==> config.mk <==
export PLATFORM = sky130hd
export DESIGN_NAME = hba_system
export DESIGN_NICKNAME = d
export VERILOG_FILES = /design/src/hba_bus_pkg.sv /design/src/hba_periph_pkg.sv /design/src/hba_basicio.sv /design/src/hba_gpio.sv /design/src/hba_master.sv /design/src/hba_system.sv
export SDC_FILE = /design/constraint.sdc
export NUM_CORES = 1
export LEC_CHECK = 0
export ABC_CLOCK_PERIOD_IN_PS = 4400
export BUFFER_PORTS_ARGS = -buffer_cell sky130_fd_sc_hd__buf_2
export CORE_ASPECT_RATIO = 0.7
export CORE_MARGIN = 2
export CORE_UTILIZATION = 45
export DETAILED_ROUTE_END_ITERATION = 8
export PLACE_DENSITY = 0.71
export SYNTH_ARGS = -nofsm -noshare
export SYNTH_HDL_FRONTEND = slang
export SYNTH_SLANG_ARGS = --single-unit
==> constraint.sdc <==
create_clock -name clk -period 4.4 [get_ports clk]
set_input_delay 0.88 -clock clk [delete_from_list [all_inputs] [get_ports clk]]
set_output_delay 0.88 -clock clk [all_outputs]
set_load 0.1 [all_outputs]
==> src/hba_bus_pkg.sv <==
/*
 * HBA bus definitions shared by the master, the slaves and the top level.
 * Widths, address fields, default slot numbers and the rnw encoding.
 */
package hba_bus_pkg;

    localparam int DBUS_WIDTH        = 8;  // Data bus width.
    localparam int PERIPH_ADDR_WIDTH = 4;  // Slot bits on top of the address.
    localparam int REG_ADDR_WIDTH    = 8;  // Register bits below the slot.
    localparam int ADDR_WIDTH        = PERIPH_ADDR_WIDTH + REG_ADDR_WIDTH;

    typedef logic [DBUS_WIDTH-1:0]        hba_data_t;    // Bus and register word.
    typedef logic [PERIPH_ADDR_WIDTH-1:0] hba_periph_t;  // Slot number.
    typedef logic [REG_ADDR_WIDTH-1:0]    hba_reg_t;     // Offset inside a slot.
    typedef logic [ADDR_WIDTH-1:0]        hba_addr_t;    // Slot and offset together.

    // Default slot map.
    localparam hba_periph_t SLOT_BASICIO = 4'd1;
    localparam hba_periph_t SLOT_GPIO    = 4'd2;

    // Transfer direction as seen on hba_rnw.
    localparam logic RNW_READ  = 1'b1;
    localparam logic RNW_WRITE = 1'b0;

endpackage

==> src/hba_periph_pkg.sv <==
/*
 * Register maps of the basic I/O and GPIO slaves.
 * Offsets are the lower address bits inside each slot.
 */
package hba_periph_pkg;

    // Basic I/O slave.
    localparam hba_bus_pkg::hba_reg_t BASICIO_LED      = 8'd0;  // LED value, R/W.
    localparam hba_bus_pkg::hba_reg_t BASICIO_BUTTON   = 8'd1;  // Synced buttons, RO.
    localparam hba_bus_pkg::hba_reg_t BASICIO_INT_EN   = 8'd2;  // Per-button enable.
    localparam hba_bus_pkg::hba_reg_t BASICIO_INT_STAT = 8'd3;  // Write 1 to clear.

    // GPIO slave.
    localparam hba_bus_pkg::hba_reg_t GPIO_OUT_EN   = 8'd0;  // 1 drives the pin.
    localparam hba_bus_pkg::hba_reg_t GPIO_OUT_SIG  = 8'd1;  // Driven value.
    localparam hba_bus_pkg::hba_reg_t GPIO_IN       = 8'd2;  // Synced pin state, RO.
    localparam hba_bus_pkg::hba_reg_t GPIO_INT_EN   = 8'd3;  // Per-pin enable.
    localparam hba_bus_pkg::hba_reg_t GPIO_INT_STAT = 8'd4;  // Write 1 to clear.

    // Number of GPIO pins.
    localparam int GPIO_WIDTH = 4;

endpackage

==> src/hba_basicio.sv <==
/*
 * Basic I/O slave on the HBA bus. Drives the LEDs, reads the buttons and
 * raises an interrupt on enabled button rising edges.
 */
`timescale 1ns/1ps

module hba_basicio #(
    parameter hba_bus_pkg::hba_periph_t PERIPH_ADDR = hba_bus_pkg::SLOT_BASICIO
) (
    input  logic                   clk,
    input  logic                   reset,
    input  logic                   hba_select,
    input  logic                   hba_rnw,
    input  hba_bus_pkg::hba_addr_t hba_abus,
    input  hba_bus_pkg::hba_data_t hba_dbus,
    output hba_bus_pkg::hba_data_t hba_dbus_slave,     // Zero unless acking a read.
    output logic                   hba_xferack_slave,  // One-cycle ack.
    output logic                   slave_interrupt,
    output hba_bus_pkg::hba_data_t basicio_led,
    input  hba_bus_pkg::hba_data_t basicio_button
);

    hba_bus_pkg::hba_periph_t slot;
    hba_bus_pkg::hba_reg_t    reg_offset;
    logic                     hit;          // Selected at our slot.
    logic                     done;         // Ack already given this select.
    logic                     wr_en;
    hba_bus_pkg::hba_data_t   led_q;
    hba_bus_pkg::hba_data_t   int_en;
    hba_bus_pkg::hba_data_t   int_stat;
    hba_bus_pkg::hba_data_t   button_meta;  // First sync stage.
    hba_bus_pkg::hba_data_t   button_sync;  // Second sync stage.
    hba_bus_pkg::hba_data_t   button_prev;
    hba_bus_pkg::hba_data_t   button_rise;
    hba_bus_pkg::hba_data_t   stat_clr;
    hba_bus_pkg::hba_data_t   rd_data;

    assign slot       = hba_abus[hba_bus_pkg::ADDR_WIDTH-1 -: hba_bus_pkg::PERIPH_ADDR_WIDTH];
    assign reg_offset = hba_abus[hba_bus_pkg::REG_ADDR_WIDTH-1:0];
    assign hit        = hba_select && (slot == PERIPH_ADDR);
    assign wr_en      = hit && !done && (hba_rnw == hba_bus_pkg::RNW_WRITE);

    assign button_rise = button_sync & ~button_prev;
    // Write-one-to-clear mask for the status register.
    assign stat_clr = (wr_en && reg_offset == hba_periph_pkg::BASICIO_INT_STAT) ? hba_dbus : '0;

    always_ff @(posedge clk) begin
        if (reset) begin
            hba_xferack_slave <= 1'b0;
            done              <= 1'b0;
            led_q             <= '0;
            int_en            <= '0;
            int_stat          <= '0;
            button_meta       <= '0;
            button_sync       <= '0;
            button_prev       <= '0;
        end else begin
            hba_xferack_slave <= hit && !done;  // Once per select.
            done              <= hit;
            button_meta       <= basicio_button;
            button_sync       <= button_meta;
            button_prev       <= button_sync;
            int_stat          <= (int_stat & ~stat_clr) | button_rise;  // New edge wins.
            if (wr_en && reg_offset == hba_periph_pkg::BASICIO_LED) led_q <= hba_dbus;
            if (wr_en && reg_offset == hba_periph_pkg::BASICIO_INT_EN) int_en <= hba_dbus;
        end
    end

    always_comb begin
        case (reg_offset)
            hba_periph_pkg::BASICIO_LED:      rd_data = led_q;
            hba_periph_pkg::BASICIO_BUTTON:   rd_data = button_sync;
            hba_periph_pkg::BASICIO_INT_EN:   rd_data = int_en;
            hba_periph_pkg::BASICIO_INT_STAT: rd_data = int_stat;
            default:                          rd_data = '0;  // Unmapped offset.
        endcase
    end

    assign hba_dbus_slave = (hba_xferack_slave && hba_rnw == hba_bus_pkg::RNW_READ) ? rd_data : '0;

    assign slave_interrupt = |(int_stat & int_en);
    assign basicio_led     = led_q;

endmodule

==> src/hba_gpio.sv <==
/*
 * GPIO slave on the HBA bus. Four bidirectional pins with output enable,
 * a two-flop input synchronizer and an interrupt on any input change.
 */
`timescale 1ns/1ps

module hba_gpio #(
    parameter hba_bus_pkg::hba_periph_t PERIPH_ADDR = hba_bus_pkg::SLOT_GPIO
) (
    input  logic                                  clk,
    input  logic                                  reset,
    input  logic                                  hba_select,
    input  logic                                  hba_rnw,
    input  hba_bus_pkg::hba_addr_t                hba_abus,
    input  hba_bus_pkg::hba_data_t                hba_dbus,
    output hba_bus_pkg::hba_data_t                hba_dbus_slave,     // Zero unless reading.
    output logic                                  hba_xferack_slave,  // One-cycle ack.
    output logic                                  slave_interrupt,
    output logic [hba_periph_pkg::GPIO_WIDTH-1:0] gpio_out_en,   // Pad direction.
    output logic [hba_periph_pkg::GPIO_WIDTH-1:0] gpio_out_sig,  // Pad output value.
    input  logic [hba_periph_pkg::GPIO_WIDTH-1:0] gpio_in_sig    // Raw pad input.
);

    hba_bus_pkg::hba_periph_t                slot;
    hba_bus_pkg::hba_reg_t                   reg_offset;
    logic                                    hit;
    logic                                    done;
    logic                                    wr_en;
    logic [hba_periph_pkg::GPIO_WIDTH-1:0]   out_en;
    logic [hba_periph_pkg::GPIO_WIDTH-1:0]   out_sig;
    logic [hba_periph_pkg::GPIO_WIDTH-1:0]   int_en;
    logic [hba_periph_pkg::GPIO_WIDTH-1:0]   int_stat;
    logic [hba_periph_pkg::GPIO_WIDTH-1:0]   in_meta;
    logic [hba_periph_pkg::GPIO_WIDTH-1:0]   in_sync;
    logic [hba_periph_pkg::GPIO_WIDTH-1:0]   in_prev;
    logic [hba_periph_pkg::GPIO_WIDTH-1:0]   in_change;
    logic [hba_periph_pkg::GPIO_WIDTH-1:0]   stat_clr;
    hba_bus_pkg::hba_data_t                  rd_data;

    assign slot       = hba_abus[hba_bus_pkg::ADDR_WIDTH-1 -: hba_bus_pkg::PERIPH_ADDR_WIDTH];
    assign reg_offset = hba_abus[hba_bus_pkg::REG_ADDR_WIDTH-1:0];
    assign hit        = hba_select && (slot == PERIPH_ADDR);
    assign wr_en      = hit && !done && (hba_rnw == hba_bus_pkg::RNW_WRITE);

    // Both edges count as a change.
    assign in_change = in_sync ^ in_prev;
    assign stat_clr  = (wr_en && reg_offset == hba_periph_pkg::GPIO_INT_STAT)
                     ? hba_dbus[hba_periph_pkg::GPIO_WIDTH-1:0] : '0;

    always_ff @(posedge clk) begin
        if (reset) begin
            hba_xferack_slave <= 1'b0;
            done              <= 1'b0;
            out_en            <= '0;  // All pins inputs.
            out_sig           <= '0;
            int_en            <= '0;
            int_stat          <= '0;
            in_meta           <= '0;
            in_sync           <= '0;
            in_prev           <= '0;
        end else begin
            hba_xferack_slave <= hit && !done;
            done              <= hit;         // Held while select stays up.
            in_meta           <= gpio_in_sig;
            in_sync           <= in_meta;
            in_prev           <= in_sync;
            int_stat          <= (int_stat & ~stat_clr) | in_change;
            if (wr_en) begin
                case (reg_offset)
                    hba_periph_pkg::GPIO_OUT_EN:  out_en  <= hba_dbus[hba_periph_pkg::GPIO_WIDTH-1:0];
                    hba_periph_pkg::GPIO_OUT_SIG: out_sig <= hba_dbus[hba_periph_pkg::GPIO_WIDTH-1:0];
                    hba_periph_pkg::GPIO_INT_EN:  int_en  <= hba_dbus[hba_periph_pkg::GPIO_WIDTH-1:0];
                    default: ;  // Read-only or unmapped.
                endcase
            end
        end
    end

    // Narrow registers read back zero-extended.
    always_comb begin
        case (reg_offset)
            hba_periph_pkg::GPIO_OUT_EN:   rd_data = hba_bus_pkg::hba_data_t'(out_en);
            hba_periph_pkg::GPIO_OUT_SIG:  rd_data = hba_bus_pkg::hba_data_t'(out_sig);
            hba_periph_pkg::GPIO_IN:       rd_data = hba_bus_pkg::hba_data_t'(in_sync);
            hba_periph_pkg::GPIO_INT_EN:   rd_data = hba_bus_pkg::hba_data_t'(int_en);
            hba_periph_pkg::GPIO_INT_STAT: rd_data = hba_bus_pkg::hba_data_t'(int_stat);
            default:                       rd_data = '0;
        endcase
    end

    assign hba_dbus_slave = (hba_xferack_slave && hba_rnw == hba_bus_pkg::RNW_READ) ? rd_data : '0;

    assign slave_interrupt = |(int_stat & int_en);
    assign gpio_out_en     = out_en;
    assign gpio_out_sig    = out_sig;

endmodule

==> src/hba_master.sv <==
/*
 * Single HBA bus master. Takes one host request at a time, runs one bus
 * transfer and returns a one-cycle response, with an error on ack timeout.
 */
`timescale 1ns/1ps

module hba_master #(
    parameter int TIMEOUT_CYCLES = 16  // Select cycles before giving up.
) (
    input  logic                   clk,
    input  logic                   reset,
    // Host request port.
    input  logic                   req_valid,
    input  logic                   req_rnw,
    input  hba_bus_pkg::hba_addr_t req_addr,
    input  hba_bus_pkg::hba_data_t req_wdata,
    output logic                   req_ready,
    output logic                   resp_valid,
    output logic                   resp_err,
    output hba_bus_pkg::hba_data_t resp_rdata,
    // HBA bus.
    output logic                   hba_select,
    output logic                   hba_rnw,
    output hba_bus_pkg::hba_addr_t hba_abus,
    output hba_bus_pkg::hba_data_t hba_dbus,
    input  logic                   hba_xferack,
    input  hba_bus_pkg::hba_data_t hba_dbus_s
);

    localparam int TIMER_WIDTH = $clog2(TIMEOUT_CYCLES + 1);

    typedef enum logic [1:0] {
        IDLE,  // Waiting for a host request.
        XFER,  // Select held until ack or timeout.
        RESP   // Response pulse to the host.
    } state_t;

    state_t                 state;
    logic [TIMER_WIDTH-1:0] timer;    // Cycles spent in XFER.
    logic                   err_q;    // Last transfer timed out.
    logic                   rnw_q;    // Registered request.
    hba_bus_pkg::hba_addr_t addr_q;
    hba_bus_pkg::hba_data_t wdata_q;
    hba_bus_pkg::hba_data_t rdata_q;  // Captured read data.
    logic                   accept;
    logic                   timeout;

    assign accept  = req_valid && req_ready;
    // Last select cycle with no slave answering.
    assign timeout = (timer == TIMER_WIDTH'(TIMEOUT_CYCLES - 1)) && !hba_xferack;

    always_ff @(posedge clk) begin
        if (reset) begin
            state <= IDLE;
            timer <= '0;
            err_q <= 1'b0;
        end else begin
            case (state)
                IDLE: begin
                    timer <= '0;
                    if (accept) begin
                        state <= XFER;
                        err_q <= 1'b0;  // Fresh request, fresh status.
                    end
                end
                XFER: begin
                    timer <= timer + 1'b1;
                    if (hba_xferack) begin
                        state <= RESP;
                    end else if (timeout) begin
                        state <= RESP;
                        err_q <= 1'b1;  // No slave at this slot.
                    end
                end
                default: state <= IDLE;  // RESP lasts one cycle.
            endcase
        end
    end

    // Request and response holding.
    always_ff @(posedge clk) begin
        if (accept) begin
            rnw_q   <= req_rnw;
            addr_q  <= req_addr;
            wdata_q <= req_wdata;
        end
        if (state == XFER) begin
            rdata_q <= hba_xferack ? hba_dbus_s : '0;  // Stays zero on timeout.
        end
    end

    assign req_ready  = (state == IDLE);
    assign resp_valid = (state == RESP);
    assign resp_err   = err_q;
    assign resp_rdata = rdata_q;

    // Bus is driven only during the transfer, zero otherwise.
    assign hba_select = (state == XFER);
    assign hba_rnw    = hba_select && rnw_q;
    assign hba_abus   = hba_select ? addr_q : '0;
    assign hba_dbus   = hba_select ? wdata_q : '0;

endmodule

==> src/hba_system.sv <==
/*
 * Peripheral subsystem top level. One host-driven master and two slaves
 * on a shared HBA bus, with slave data, acks and interrupts ORed together.
 */
`timescale 1ns/1ps

module hba_system #(
    parameter int                       TIMEOUT_CYCLES = 16,
    parameter hba_bus_pkg::hba_periph_t BASICIO_ADDR   = hba_bus_pkg::SLOT_BASICIO,
    parameter hba_bus_pkg::hba_periph_t GPIO_ADDR      = hba_bus_pkg::SLOT_GPIO
) (
    input  logic                                  clk,
    input  logic                                  reset,
    // Host port.
    input  logic                                  req_valid,
    input  logic                                  req_rnw,
    input  hba_bus_pkg::hba_addr_t                req_addr,
    input  hba_bus_pkg::hba_data_t                req_wdata,
    output logic                                  req_ready,
    output logic                                  resp_valid,
    output logic                                  resp_err,
    output hba_bus_pkg::hba_data_t                resp_rdata,
    output logic                                  intr,          // Any enabled slave interrupt.
    // Basic I/O pins.
    output hba_bus_pkg::hba_data_t                basicio_led,
    input  hba_bus_pkg::hba_data_t                basicio_button,
    // GPIO pins.
    output logic [hba_periph_pkg::GPIO_WIDTH-1:0] gpio_out_en,
    output logic [hba_periph_pkg::GPIO_WIDTH-1:0] gpio_out_sig,
    input  logic [hba_periph_pkg::GPIO_WIDTH-1:0] gpio_in_sig
);

    // Master to slaves.
    logic                   hba_select;
    logic                   hba_rnw;
    hba_bus_pkg::hba_addr_t hba_abus;
    hba_bus_pkg::hba_data_t hba_dbus;
    // Slaves to master, after the OR.
    logic                   hba_xferack;
    hba_bus_pkg::hba_data_t hba_dbus_s;
    // Per-slave returns.
    hba_bus_pkg::hba_data_t hba_dbus_slave_basicio;
    hba_bus_pkg::hba_data_t hba_dbus_slave_gpio;
    logic                   hba_xferack_basicio;
    logic                   hba_xferack_gpio;
    logic                   interrupt_basicio;
    logic                   interrupt_gpio;

    hba_master #(
        .TIMEOUT_CYCLES(TIMEOUT_CYCLES)
    ) hba_master_inst (
        .clk(clk),               .reset(reset),
        .req_valid(req_valid),   .req_rnw(req_rnw),
        .req_addr(req_addr),     .req_wdata(req_wdata),
        .req_ready(req_ready),   .resp_valid(resp_valid),
        .resp_err(resp_err),     .resp_rdata(resp_rdata),
        .hba_select(hba_select), .hba_rnw(hba_rnw),
        .hba_abus(hba_abus),     .hba_dbus(hba_dbus),
        .hba_xferack(hba_xferack), .hba_dbus_s(hba_dbus_s)
    );

    hba_basicio #(
        .PERIPH_ADDR(BASICIO_ADDR)
    ) hba_basicio_inst (
        .clk(clk),               .reset(reset),
        .hba_select(hba_select), .hba_rnw(hba_rnw),
        .hba_abus(hba_abus),     .hba_dbus(hba_dbus),
        .hba_dbus_slave(hba_dbus_slave_basicio),
        .hba_xferack_slave(hba_xferack_basicio),
        .slave_interrupt(interrupt_basicio),
        .basicio_led(basicio_led), .basicio_button(basicio_button)
    );

    hba_gpio #(
        .PERIPH_ADDR(GPIO_ADDR)
    ) hba_gpio_inst (
        .clk(clk),               .reset(reset),
        .hba_select(hba_select), .hba_rnw(hba_rnw),
        .hba_abus(hba_abus),     .hba_dbus(hba_dbus),
        .hba_dbus_slave(hba_dbus_slave_gpio),
        .hba_xferack_slave(hba_xferack_gpio),
        .slave_interrupt(interrupt_gpio),
        .gpio_out_en(gpio_out_en), .gpio_out_sig(gpio_out_sig), .gpio_in_sig(gpio_in_sig)
    );

    // Idle slaves drive zeros, so a plain OR merges them.
    assign hba_dbus_s  = hba_dbus_slave_basicio | hba_dbus_slave_gpio;
    assign hba_xferack = hba_xferack_basicio | hba_xferack_gpio;
    assign intr        = interrupt_basicio | interrupt_gpio;

endmodule

After elaboration in Yosys (flattened, before gate mapping)
Cells that the tools add are included.

Register bits after elaboration: 117. Input bits: 36. Output and inout bits: 28. Logic and storage cells: 98.

Reductions and logical operators: 28. Muxes and demuxes: 17. Add/subtract/negate cells: 1. Bitwise operators: 15. Eq/ne operators: 13.

Operators with widths (number): $pmux W8 S4 (1); $and A8 B8 Y8 (3); $mux W8 (3); $pmux W4 S5 (1); $eq A8 B2 Y1 const B (2); $not A8 Y8 (2); $or A8 B8 Y8 (2); $logic_and A1 B1 Y1 (15); $mux W12 (1); $pmux W5 S2 (1); $and A4 B4 Y4 (2); $eq A8 B1 Y1 const B (1); $eq A8 B3 Y1 const B (1); $logic_not A8 Y1 (1); $mux W4 (2); $reduce_and A2 Y1 (4); $reduce_or A8 Y1 (1); $mux W2 (3); $ne A2 B2 Y1 const B (3); $add A5 B1 Y5 const B (1); $eq A5 B4 Y1 const B (1); $eq A4 B1 Y1 const B (1); $eq A4 B2 Y1 const B (1); $not A4 Y4 (1); other kinds (15) (20).

Depth between registers and ports, before layout
Word-level depth: 11. Depth in mapped cells: 8. Depth with buffers taken out: 6.

Modules after synthesis
A second synthesis with hierarchy kept.

Cell total of the unflattened synthesis: 453. Area total of the unflattened synthesis: 5099.9 um^2.

By module, submodules not included: hba_basicio (sequential area each 1001.0 um^2, instances 1, area each 2103.3 um^2, cells an instance 190); hba_gpio (sequential area each 600.6 um^2, instances 1, area each 1496.4 um^2, cells an instance 151); hba_master (sequential area each 1031.0 um^2, instances 1, area each 1437.6 um^2, cells an instance 102); hba_system (sequential area each 0.0 um^2, instances 1, area each 62.6 um^2, cells an instance 10).

Least setup slack after synthesis
No wires, ideal clock.

Path kind: reg-to-reg. Start point: register hba_master_inst.state[1]. End point: register hba_master_inst.addr_q[0], enable pin. Setup slack: 1.542 ns. Data required time: 4.024 ns. Cell stages (with the launch flop): 5. Arrival time: 2.482 ns. Buffers on the path: 1. Clock period less this slack: 2.858 ns. Library setup time: 0.376 ns. Cell sequence: dfxtp_1 buf_2 nor2_1 nand2_1 inv_1.

Longest elaborated chain between the ends: 2.

RTL lines: start, declared (RTL line hba_master.sv:38) `state_t state;`; start signal, assigned (RTL line hba_master.sv:54) `state <= IDLE;`; start signal, assigned (RTL line hba_master.sv:62) `state <= XFER;`; start signal, assigned (RTL line hba_master.sv:69) `state <= RESP;`; $logic_not A2 Y1 (RTL line hba_master.sv:92) `assign req_ready = (state == IDLE);`; net req_ready (RTL line hba_system.sv:19) `output logic req_ready,`; $logic_and A1 B1 Y1 (RTL line hba_master.sv:48) `assign accept = req_valid && req_ready;`; net hba_master_inst.accept (RTL line hba_master.sv:45) `logic accept;`; end signal, assigned (RTL line hba_master.sv:84) `addr_q <= req_addr;`; end, declared (RTL line hba_master.sv:42) `hba_bus_pkg::hba_addr_t addr_q;`.

The timed path passes the listed nets, and every way through them passes these cells. A chain may end at the register's enable or synchronous reset.

Worst setup path after layout
Start point: register hba_basicio_inst.int_stat[5]. End point: output intr.

Longest elaborated chain between the ends: 3.

RTL lines: start, declared (RTL line hba_basicio.sv:30) `hba_bus_pkg::hba_data_t int_stat;`; start signal, assigned (RTL line hba_basicio.sv:63) `int_stat <= (int_stat & ~stat_clr) | button_rise;`; $and A8 B8 Y8 (RTL line hba_basicio.sv:81) `assign slave_interrupt = |(int_stat & int_en);`; $reduce_or A8 Y1 (RTL line hba_basicio.sv:81); $or A1 B1 Y1 (RTL line hba_system.sv:89) `assign intr = interrupt_basicio | interrupt_gpio;`; end, declared (RTL line hba_system.sv:23) `output logic intr,`.

Every way passes these cells.

==> results.py <==
metrics = {
    "run_status": {
        "status": "complete, no violations",
    },
    "routing": {
        "drc_errors": 0,
        "wl_per_cell_um": 16.4,
        "drtPass1Iterations": 5,
        "vias_per_cell": 5.38,
        "ant_nets": 0,
        "routed_wl_mm": 10.3,
        "drt_iter0_drc": 261,
        "vias": 3363,
    },
    "setup_path": {
        "critPathKind": "flip-flop to output pin",
        "crit_required_ps": 3520,
        "start_kind": "flip-flop",
        "critPathCaptureType": "output pin",
        "max_stage_delay_ps": 380,
        "startpoint": "hba_basicio_inst.int_stat[5]$_SDFF_PP0_",
        "crit_chain": "a22o_1 > a221oi_1 > nand3_1 > buf_2",
        "r2r_start": "hba_master_inst.state[1]$_SDFFE_PP0P_",
        "critPathTopFamily": "compound AO/OA/AOI/OAI gates",
        "path_buf_inv": 1,
        "critPathSlowestCell": "a221oi_1",
        "cp.arrival_ps": 1840,
        "cp_max_fo": 3,
    },
    "logic_synthesis": {
        "synth_area_sq_mm": 0.00461,
        "synth_ff_type": "dfxtp_1",
        "synth_nets": 457,
        "synth_edf_count": 29,
        "avgSynthCellArea_sq_um": 11.0,
        "yosysSeqAreaShare": 0.571,
        "synth_cell_types": 53,
        "syn_inst": 419,
        "async_reset_ff_frac": 0,
        "ys_warn_count": 0,
        "synth_seq_cells": 117,
    },
    "floorplan": {
        "fp.dieW_um": 125,
        "ios": 64,
        "rows": 30,
        "start_util": 0.469,
        "die_height_um": 88.7,
        "die_area_sq_mm": 0.0111,
        "core_region_area_sq_mm": 0.00983,
    },
    "clocking": {
        "root_buffer": "clkbuf_16",
        "cts_inserted_buffers": 17,
        "hold_buffers": 0,
        "cts.repair.resized": 0,
        "ctsLongestPathBuffers": 2,
        "cts_tree": "built",
        "htree_levels": 4,
        "worstSkewPairLatency_ps": 410,
        "clk_pin_slew_ps": 50,
        "clock-sinks": 117,
        "cts_setup_buffers": 0,
    },
    "sta": {
        "setup_viol": 0,
        "max_freq_mhz": 368,
        "maxSlewViolCount": 0,
        "max_slew_margin": 0.282,
        "hold_violations": 0,
        "worstMarginPinSlew_ps": 1080,
        "post-route-period-util": 0.617,
        "fin_tns_setup_ps": 0,
        "rsz0062_at_grt": "false",
        "fin_skew_ps": 5.97,
        "min_period_ps": 2720,
    },
    "placement": {
        "io_buffers": 63,
        "gp_congestion": 0.857,
        "hpwl_mm": 7.07,
    },
    "finish": {
        "num_antenna_cells": 0,
        "final_net_count": 522,
        "areaGrowthSynthToFinish_pct": 20.6,
        "drive_gt1_frac": 0.235,
        "utilization": 0.565,
    },
    "global_routing": {
        "grt_pass1_wl_mm": 16.3,
        "grt-ovfl-total": 0,
        "grt_pass1_vias": 3173,
        "antenna_found_initial": 0,
        "grt_max_degree": 63,
        "grt_use_total": 0.195,
    },
    "run": {
        "cap_violations": 0,
    },
    "pwr": {
        "p_per_area_mw_per_mm2": 475,
        "leakage_nw": 2.44,
        "vdd_drop_max_mv": 0.305,
    },
    "worst_hold_path": {
        "hold_start": "hba_basicio_inst.button_prev[6]$_SDFF_PP0_",
        "hp-class": "flip-flop to flip-flop",
    },
}
[final timing paths]
kind | to | slack (ps) | cells after the start
min | hba_basicio_inst.int_stat[6]$_SDFF_PP0_ | 400 | 1
max reg2reg | hba_master_inst.resp_rdata[3]$_SDFFCE_PP0N_ | 1840 | 6
max | intr | 1680 | 4
min reg2reg | hba_basicio_inst.int_stat[6]$_SDFF_PP0_ | 400 | 1
[sequential cells by signal, indices dropped and copies added, names as in the netlist, 5 cells and up]
register	count
hba_master_inst.addr_q	12
hba_basicio_inst.basicio_led	8
hba_basicio_inst.button_meta	8
hba_basicio_inst.button_prev	8
hba_basicio_inst.button_sync	8
hba_basicio_inst.int_en	8
hba_basicio_inst.int_stat	8
hba_master_inst.resp_rdata	8
hba_master_inst.wdata_q	8
hba_master_inst.timer	5
[synth_stat cells (4+ instances only)]
| cell | count | share of area |
|---|---|---|
| a211oi_1 | 5 | 0.0081 |
| a21oi_1 | 19 | 0.021 |
| a22oi_1 | 15 | 0.024 |
| and2_1 | 8 | 0.011 |
| buf_6 | 4 | 0.0098 |
| clkbuf_1 | 10 | 0.0081 |
| dfxtp_1 | 88 | 0.38 |
| edfxtp_1 | 29 | 0.19 |
| inv_1 | 15 | 0.012 |
| mux2_2 | 5 | 0.012 |
| mux2i_1 | 32 | 0.069 |
| nand2_1 | 12 | 0.0098 |
| nand2b_1 | 8 | 0.011 |
| nand3_1 | 4 | 0.0043 |
| nor2_1 | 51 | 0.042 |
| nor2b_1 | 35 | 0.048 |
| nor3_1 | 5 | 0.0054 |
| o21ai_0 | 8 | 0.0087 |
| o21ai_1 | 11 | 0.012 |
| xnor2_1 | 4 | 0.0076 |
[routing by layer]
| layer | vias up | wire length (um) | track usage |
|---|---|---|---|
| li1 | 1613 | - | - |
| met1 | 1602 | 4840 | 0.272 |
| met2 | 133 | 4490 | 0.288 |
| met3 | 15 | 824 | 0.0611 |
| met4 | 0 | 113 | 0.0727 |
| met5 | - | 0 | 0 |
[cell families (layout without fill, tap and decap cells)]
kind of cell               count (synthesis)  count (layout)  share of synthesized area
AOI/OAI and AO/OA                         75              75                      0.110
adders and majority gates                  2               2                    0.00543
buffers and inverters                     33             111                     0.0356
muxes                                     37              37                     0.0817
and+or+nand+nor                          151             151                      0.189
xor gates and xnor gates                   4               4                    0.00760
DFF                                      117             117                      0.571
[metrics by stage]
stage / power, mW / instance area [sq um] / std cells / hold WS, ps / worst slack (ps)
floorplan: 1.30 / 4610 / 419 / 390 / 1540
global placement: 1.34 / 4980 / 593 / 395 / 1990
detailed placement: 1.34 / 4980 / 593 / 398 / 1880
CTS: 2.66 / 5560 / 625 / 404 / 1690
global route: 2.72 / 5560 / 625 / 430 / 1580
finish: 2.64 / 5560 / 625 / 404 / 1680
[power by group]
part / switching [mW] / leakage [nW] / internal (mW)
combinational: 0.0978 / 1.17 / 0.0449
clock: 0.479 / 0.271 / 0.843
sequential: 0.0299 / 0.997 / 1.14
total: 0.607 / 2.44 / 2.03
[placed cells by master (no fill, tap or decap), drive strengths merged, types with 6 or more instances in the layout]
cell type / n
nor2b: 35
a21oi: 19
nand2: 18
buf: 64
and2: 8
a22oi: 15
clkbuf: 19
nor3: 6
dfxtp: 88
nand2b: 8
nor2: 51
edfxtp: 29
inv: 17
mux2i: 32
o21ai: 20
[layout make-up]
| cell class | count | area [sq um] |
|---|---|---|
| fill | 857 | 4280 |
| sequential | 117 | 2630 |
| multi-input combinational | 269 | 1810 |
| clock buffer | 19 | 443 |
| timing repair buffer | 64 | 323 |
| tap | 128 | 160 |
| clock inverter | 13 | 131 |
| inverter | 15 | 56.3 |
No activity file was read; power rests on OpenSTA's default activity.
